<file path="src/rtl/cic_pkg.sv">
// CIC filter arithmetic package with the stage count, rate limits and wide accumulator word
`default_nettype none

package cic_pkg;

   // real samples enter and leave the filter at this width
   localparam int sample_width = 16;

   // four integrators followed by four combs
   localparam int num_stages = 4;

   // the rate is limited to 2**7 = 128
   localparam int log2_max_rate = 7;
   localparam int max_rate = 1 << log2_max_rate;

   // worst case filter gain is max_rate**num_stages, expressed in bits
   localparam int max_bit_gain = num_stages * log2_max_rate;

   // accumulators carry the full gain so the integrators may wrap safely
   localparam int acc_width = sample_width + max_bit_gain;

   // width of the ceil(log2(rate)) result that runs from 0 up to log2_max_rate
   localparam int log2_width = $clog2(log2_max_rate + 1);

   // width of the output window offset that runs from 0 up to max_bit_gain
   localparam int shift_width = $clog2(max_bit_gain + 1);

   // signed word used by every integrator, comb and the shifter input
   typedef logic signed [acc_width-1:0] acc_t;

endpackage
`default_nettype wire

</file>
<file path="src/rtl/rx_stream_pkg.sv">
// Receive stream package with the strobed sample word and the decimation control word
`default_nettype none

package rx_stream_pkg;

   // the rate field holds 1 to 128, so one extra bit above log2 of the maximum
   localparam int rate_width = 8;

   // one sample on the stream whose valid bit is a single cycle strobe
   typedef struct packed {
      logic                                   valid;
      logic signed [cic_pkg::sample_width-1:0] data;
   } sample_t;

   // decimation control whose rate only changes while enable is low
   typedef struct packed {
      logic                  enable;
      logic [rate_width-1:0] rate;
   } decim_ctrl_t;

endpackage
`default_nettype wire
</file>
<file path="src/rtl/cic_dec_shifter.sv">
// CIC gain shifter that takes the output window of the wide comb result set by the rate
`timescale 1ns/1ns
`default_nettype none

module cic_dec_shifter (
   input  logic [rx_stream_pkg::rate_width-1:0]    rate,
   input  cic_pkg::acc_t                           signal_in,
   output logic signed [cic_pkg::sample_width-1:0] signal_out
);
   import cic_pkg::*;
   import rx_stream_pkg::*;

   logic [rate_width-1:0]  rate_m1;
   logic [log2_width-1:0]  ceil_log2;
   logic [shift_width-1:0] shift;

   // ceil(log2(rate)) equals the bit length of rate minus 1
   assign rate_m1 = rate - rate_width'(1);

   // priority encoder on the highest set bit of rate minus 1
   always_comb
   begin
      ceil_log2 = '0;
      // later iterations win, so the highest set bit decides
      for (int b = 0; b < log2_max_rate; b++)
      begin
         if (rate_m1[b])
            ceil_log2 = log2_width'(b + 1);
      end
      // rate 0 or anything above max_rate saturates at the widest window
      if (rate_m1[rate_width-1:log2_max_rate] != '0)
         ceil_log2 = log2_width'(log2_max_rate);
   end

   // the filter gain is rate**num_stages, so the shift is num_stages bits
   // for every doubling of the rate
   assign shift = shift_width'(ceil_log2 * num_stages);

   // the window drops the low bits, which truncates toward minus infinity
   // just like an arithmetic right shift
   // a power of two rate gives unity gain, other rates come out a bit low
   // the top bit of the widest window is the top bit of the accumulator
   assign signal_out = $signed(signal_in[shift +: sample_width]);

endmodule
`default_nettype wire

</file>
<file path="src/rtl/cic_decim.sv">
// CIC decimator with four wrapping integrators, sampler, four pipelined combs and gain shift
`timescale 1ns/1ns
`default_nettype none

module cic_decim (
   input  logic                                    clock,
   input  logic                                    reset,
   input  rx_stream_pkg::decim_ctrl_t              ctrl,
   input  logic                                    strobe_in,
   input  logic                                    strobe_out,
   input  logic signed [cic_pkg::sample_width-1:0] signal_in,
   output logic signed [cic_pkg::sample_width-1:0] signal_out
);
   import cic_pkg::*;

   acc_t signal_in_ext;
   acc_t integrator [num_stages];
   acc_t sampler;
   acc_t differentiator [num_stages];
   acc_t pipeline [num_stages];
   logic signed [sample_width-1:0] shifted;

   // sign extension to the full accumulator width
   assign signal_in_ext = acc_t'(signal_in);

   // integrator section at the input rate
   // the sums wrap freely and the combs undo the wrap, since the final
   // result always fits in acc_width bits
   always_ff @(posedge clock)
   begin
      if (reset)
      begin
         for (int i = 0; i < num_stages; i++)
            integrator[i] <= '0;
      end
      else if (ctrl.enable && strobe_in)
      begin
         integrator[0] <= integrator[0] + signal_in_ext;
         // each stage adds the old value of the stage before it
         for (int i = 1; i < num_stages; i++)
            integrator[i] <= integrator[i] + integrator[i-1];
      end
   end

   // comb section at the decimated rate
   // the sampler grabs the last integrator, then every comb stage keeps
   // its previous input and passes on the difference, one stage per strobe
   always_ff @(posedge clock)
   begin
      if (reset)
      begin
         sampler <= '0;
         for (int i = 0; i < num_stages; i++)
         begin
            differentiator[i] <= '0;
            pipeline[i]       <= '0;
         end
      end
      else if (ctrl.enable && strobe_out)
      begin
         sampler           <= integrator[num_stages-1];
         differentiator[0] <= sampler;
         pipeline[0]       <= sampler - differentiator[0];
         for (int i = 1; i < num_stages; i++)
         begin
            differentiator[i] <= pipeline[i-1];
            pipeline[i]       <= pipeline[i-1] - differentiator[i];
         end
      end
   end

   // removes the rate dependent gain by picking a window of the comb result
   cic_dec_shifter u_shifter (
      .rate       (ctrl.rate),
      .signal_in  (pipeline[num_stages-1]),
      .signal_out (shifted)
   );

   // the output register adds one cycle that the top matches on its valid bit
   always_ff @(posedge clock)
   begin
      signal_out <= shifted;
   end

   // the top masks the input strobe with enable and the strobe generator
   // gates its own output, so neither strobe may show up while disabled
   strobe_enable_a : assert property (@(posedge clock) disable iff (reset)
      (strobe_in || strobe_out) |-> ctrl.enable);

   // the decimated strobe is always one of the input strobes
   strobe_pair_a : assert property (@(posedge clock) disable iff (reset)
      strobe_out |-> strobe_in);

endmodule
`default_nettype wire

</file>
<file path="src/rtl/cic_strobe_gen.sv">
// CIC strobe generator that counts input strobes and fires one output strobe per rate inputs
`timescale 1ns/1ns
`default_nettype none

module cic_strobe_gen (
   input  logic                       clock,
   input  logic                       reset,
   input  rx_stream_pkg::decim_ctrl_t ctrl,
   input  logic                       strobe_in,
   output logic                       strobe_out
);
   import cic_pkg::*;
   import rx_stream_pkg::*;

   logic [rate_width-1:0]    rate_m1;
   logic [log2_max_rate-1:0] reload;
   logic [log2_max_rate-1:0] count;

   // rate 128 gives 127 which still fits the 7 bit counter
   assign rate_m1 = ctrl.rate - rate_width'(1);
   assign reload  = rate_m1[log2_max_rate-1:0];

   // the counter sits at rate minus 1 while disabled, so the decimation
   // phase always starts from the first strobe after enable rises
   always_ff @(posedge clock)
   begin
      if (reset || !ctrl.enable)
      begin
         count <= reload;
      end
      else if (strobe_in)
      begin
         // wrap back to the reload value on the strobe that finds zero
         if (count == '0)
            count <= reload;
         else
            count <= count - 1'b1;
      end
   end

   // fires together with the input strobe that lands on zero, so rate 1
   // passes every input strobe straight through
   assign strobe_out = ctrl.enable && strobe_in && (count == '0);

   // the counter and the shifter only cover rates 1 to max_rate
   rate_legal_a : assert property (@(posedge clock) disable iff (reset)
      ctrl.enable |-> (ctrl.rate >= 1) && (ctrl.rate <= max_rate));

   // a rate change while running would break the phase and the gain shift
   rate_stable_a : assert property (@(posedge clock) disable iff (reset)
      ctrl.enable && $past(ctrl.enable) |-> $stable(ctrl.rate));

endmodule
`default_nettype wire

</file>
<file path="src/rtl/rx_decim_top.sv">
// Receive decimation top that joins the strobe generator and the CIC decimator on one stream
`timescale 1ns/1ns
`default_nettype none

module rx_decim_top (
   input  logic                       clock,
   input  logic                       reset,
   input  rx_stream_pkg::decim_ctrl_t ctrl,
   input  rx_stream_pkg::sample_t     in_sample,
   output rx_stream_pkg::sample_t     out_sample
);
   import cic_pkg::*;

   logic                           strobe_in;
   logic                           strobe_out;
   logic                           valid_q;
   logic signed [sample_width-1:0] decim_data;

   // samples that arrive while disabled are ignored by the whole chain
   assign strobe_in = in_sample.valid && ctrl.enable;

   cic_strobe_gen u_strobe_gen (
      .clock      (clock),
      .reset      (reset),
      .ctrl       (ctrl),
      .strobe_in  (strobe_in),
      .strobe_out (strobe_out)
   );

   cic_decim u_decim (
      .clock      (clock),
      .reset      (reset),
      .ctrl       (ctrl),
      .strobe_in  (strobe_in),
      .strobe_out (strobe_out),
      .signal_in  (in_sample.data),
      .signal_out (decim_data)
   );

   // one cycle of delay matches the decimator output register
   always_ff @(posedge clock)
   begin
      if (reset)
         valid_q <= 1'b0;
      else
         valid_q <= strobe_out;
   end

   assign out_sample = '{valid: valid_q, data: decim_data};

endmodule
`default_nettype wire

</file>
<file path="config.mk">
export PLATFORM = sky130hd
export DESIGN_NAME = rx_decim_top
export DESIGN_NICKNAME = d
export VERILOG_FILES = /design/src/rtl/cic_pkg.sv /design/src/rtl/rx_stream_pkg.sv /design/src/rtl/cic_dec_shifter.sv /design/src/rtl/cic_decim.sv /design/src/rtl/cic_strobe_gen.sv /design/src/rtl/rx_decim_top.sv
export SDC_FILE = /design/constraint.sdc
export NUM_CORES = 2
export LEC_CHECK = 0
export BUFFER_PORTS_ARGS = -buffer_cell sky130_fd_sc_hd__buf_2
export CORE_ASPECT_RATIO = 0.5
export CORE_UTILIZATION = 51
export DETAILED_ROUTE_END_ITERATION = 10
export PLACE_DENSITY = 0.67
export SYNTH_ARGS = -nofsm -noshare
export SYNTH_HDL_FRONTEND = slang
export SYNTH_HIERARCHICAL = 1
export SYNTH_SLANG_ARGS = --single-unit
export TNS_END_PERCENT = 30
</file>
<file path="constraint.sdc">
create_clock -name clock -period 11.05 [get_ports clock]
set_input_delay 0.5525 -clock clock [delete_from_list [all_inputs] [get_ports clock]]
set_output_delay 0.5525 -clock clock [all_outputs]
set_load 0.02 [all_outputs]
</file>
==> run_results.csv <==
group,metric,value,unit
yosys,synth-simple-area-share,14.78,%
floorplan,dieArea,81010,sq um
timing,fin_setup_tns,0,ps
yosys,syn_nets,4536,
global_route,grtUsageTotal,20.67,%
placed_design,gp_congestion,0.9184,
worst_hold_path,hold_path_end,"valid_q$_SDFF_PP0_",
setup_path,end_kind,"register",
finish,antenna_cells,0,
finish,nets,4496,
setup_path,arrival,4440,ps
floorplan,die-height,201.8,microns
setup_path,reg2reg_slack,7060,ps
yosys,synthMuxAreaShare,1.811,%
timing,max_freq,250.4,MHz
worst_hold_path,hold_depth,2,
setup_path,path_class,"reg -> reg",
routing,initialDrtViolationCount,2188,
yosys,synth_warnings,6,
routing,vias_per_cell,5.638,
routing,drt-total-wl,85030,microns
timing,worstMarginPinSlew,1122,ps
routing,vias,29277,
yosys,yosysUniqueCellTypes,109,
clock_network,clk_latency,640,ps
finish,area_growth,7.120,%
clock_network,clock-sinks,596,
floorplan,coreArea,78100,sq um
clock_network,tritoncts,"done",
timing,hold_violations,0,
setup_path,reg2reg_to,"u_decim/pipeline[1][43]$_SDFFCE_PN0P_",
routing,wl_per_cell,16.37,microns
power,leakage,18.76,nW
timing,rsz0062_at_grt,"false",
global_route,grt_first_pass_wirelength,139400,microns
timing,finClkSkew,27.73,ps
placed_design,dp_hpwl,63660,microns
timing,slew_headroom,25.18,%
timing,slew_viol_final,0,
outcome,status,"complete, no violations",
timing,period_needed,3994,ps
yosys,synth_top_area_cell,"edfxtp_1",
worst_hold_path,hp-class,"in -> reg",
run,drv_cap,0,
yosys,synth-adder-area-share,11.12,%
yosys,netlist.area_leader.share,39.47,%
yosys,synth-xor-area-share,6.692,%
yosys,synthFlopType,"edfxtp_1",
timing,finalSetupViolations,0,
yosys,syn_inst,4151,
global_route,overflow,0,
placed_design,place_inst,5089,
power,power.total,0.005565,W
floorplan,row_count,72,
yosys,netlist_top_cells_area,"edfxtp_1 (39%), ha_1 (11%), a21o_1 (4.5%)",
clock_network,ctsResizeCount,0,
yosys,synth_edf_count,535,
clock_network,clkTransAtPathRegs,70,ps
global_route,grt_pass1_vias,27872,
global_route,grt_max_degree,168,
yosys,synth_compound_area_share,19.19,%
clock_network,numCtsBuffers,56,
routing,first_pass_iters,6,
floorplan,start_util,52.11,%
routing,antenna_left,0,
setup_path,r2r_cells,9,
yosys,synth_seq_cells,596,
worst_hold_path,hold_path.startpoint,"reset",
yosys,yosysMostFrequentCell,"edfxtp_1",
floorplan,num_io_pins,45,
yosys,avgSynthCellArea,9.805,sq um
floorplan,die_w,401.5,microns
yosys,synthTopCellsByCount,"edfxtp_1 (535), nor2_1 (435), ha_1 (349)",
finish,layout-drive-gt1-share,5.220,%
power,powerDensity,127.6,nW/um^2
finish,fill_cells,6788,
clock_network,cts_buffer_depth,3,
setup_path,critPathRequiredTime,11490,ps
finish,regArea,17290,sq um
setup_path,r2r-start,"u_strobe_gen/count[2]$_DFFE_PP_",
yosys,synth_top_family_by_area,"compound AO/OA/AOI/OAI gates",
power,ir_drop,0.1132,mV
yosys,yosysSeqAreaShare,42.47,%
yosys,async_flop_share,0,%
placed_design,io_buffers,44,
finish,final_cells,5193,
setup_path,startpoint_type,"register",
routing,drc,0,
yosys,syn_area,40700,sq um
clock_network,htreeDepth,2,
timing,fin_crit_sh,36.14,%
setup_path,crit_fanout,119,
finish,multiInputGateArea,21850,sq um
clock_network,cts-root-buf,"clkbuf_16",
global_route,antenna_found_initial,0,
clock_network,cts_setup_buffers,0,
clock_network,hold_buffers,0,
[metal layers]
layer / part of all wire, % / GRT usage (%) / routed length, microns
met5: 0 / 0 / 0
met4: 2.7 / 6.144 / 2281
met3: 3.3 / 2.448 / 2810
met2: 46 / 34.55 / 38790
met1: 48 / 28.19 / 41160
[metrics by stage]
step           utilization, %  hold slack [ps]  worst slack, ps  instance area, sq um
2_1_floorplan               -            450.4             2177                 40700
3_3_place_gp            53.43            493.7             6940                 41730
3_5_place_dp            53.43            504.9             6932                 41730
4_1_cts                 55.82            269.0             6930                 43600
5_1_grt                 55.82            289.7             6630                 43600
6_report                55.82            329.9             7056                 43600
[cells by family after synthesis]
group	count (synthesis)
compound gates	1177
xor+xnor	311
fa+ha+maj	357
buf+inv	410
flops	596
mux	62
simple gates	1238
[worst max-delay path: stages (launching register included)]
cell	delay, ps
edfxtp_1	450
or3_4	440
nor3_4	250
and3_1	280
nand2_1	180
nor2_4	760
buf_4	890
nand3_1	130
mux2_1	320
o311ai_1	90
[registers in the layout, summed over array words and instances (netlist names)]
name and count:
valid_q 1, u_decim/sampler 44, u_strobe_gen/count 7, u_decim/pipeline 176
u_decim/signal_out 16, u_decim/integrator 176, u_decim/differentiator 176
[placed cells by master (no fill, tap or decap), types with 61 or more instances in the layout]
cell type and instances:
a21o_1 244, a21oi_1 345, and2_1 199, clkbuf_16 61, dfxtp_1 61, edfxtp_1 535, ha_1 349, inv_1 255
nand2_1 241, nand3_1 63, nor2_1 434, o21ai_0 148, xnor2_1 167, xor2_1 144
[final cells by class]
cell class	instances	area share (%)
multi-input cells	3145	50.11
flip-flops and latches	596	39.65
clock buffers	73	3.673
well taps	1036	2.973
inverters	256	2.221
repair buffers	56	0.7691
clock inverters	31	0.6084
[power breakdown]
| part | switching (W) | leakage (nW) | internal (W) |
|---|---|---|---|
| Combinational | 0.000579 | 11.8 | 0.000395 |
| Clock | 0.000880 | 0.916 | 0.00110 |
| Sequential | 0.0000627 | 6.05 | 0.00255 |
[worst max-delay path by stage]
stage | startpoint | endpoint | depth (start not counted)
after global placement | in_sample[15] | u_decim/integrator[0][42]$_SDFFCE_PN0P_ | 13
after floorplan | u_strobe_gen/count[2]$_DFFE_PP_ | u_decim/differentiator[0][0]$_SDFFCE_PN0P_ | 5
after CTS | u_strobe_gen/count[2]$_DFFE_PP_ | u_decim/pipeline[1][43]$_SDFFCE_PN0P_ | 9
after detailed placement | in_sample[15] | u_decim/integrator[0][42]$_SDFFCE_PN0P_ | 13
after global routing | u_strobe_gen/count[2]$_DFFE_PP_ | u_decim/pipeline[1][43]$_SDFFCE_PN0P_ | 9
final | u_strobe_gen/count[2]$_DFFE_PP_ | u_decim/pipeline[1][43]$_SDFFCE_PN0P_ | 9
(Power assumes the default switching activity.)
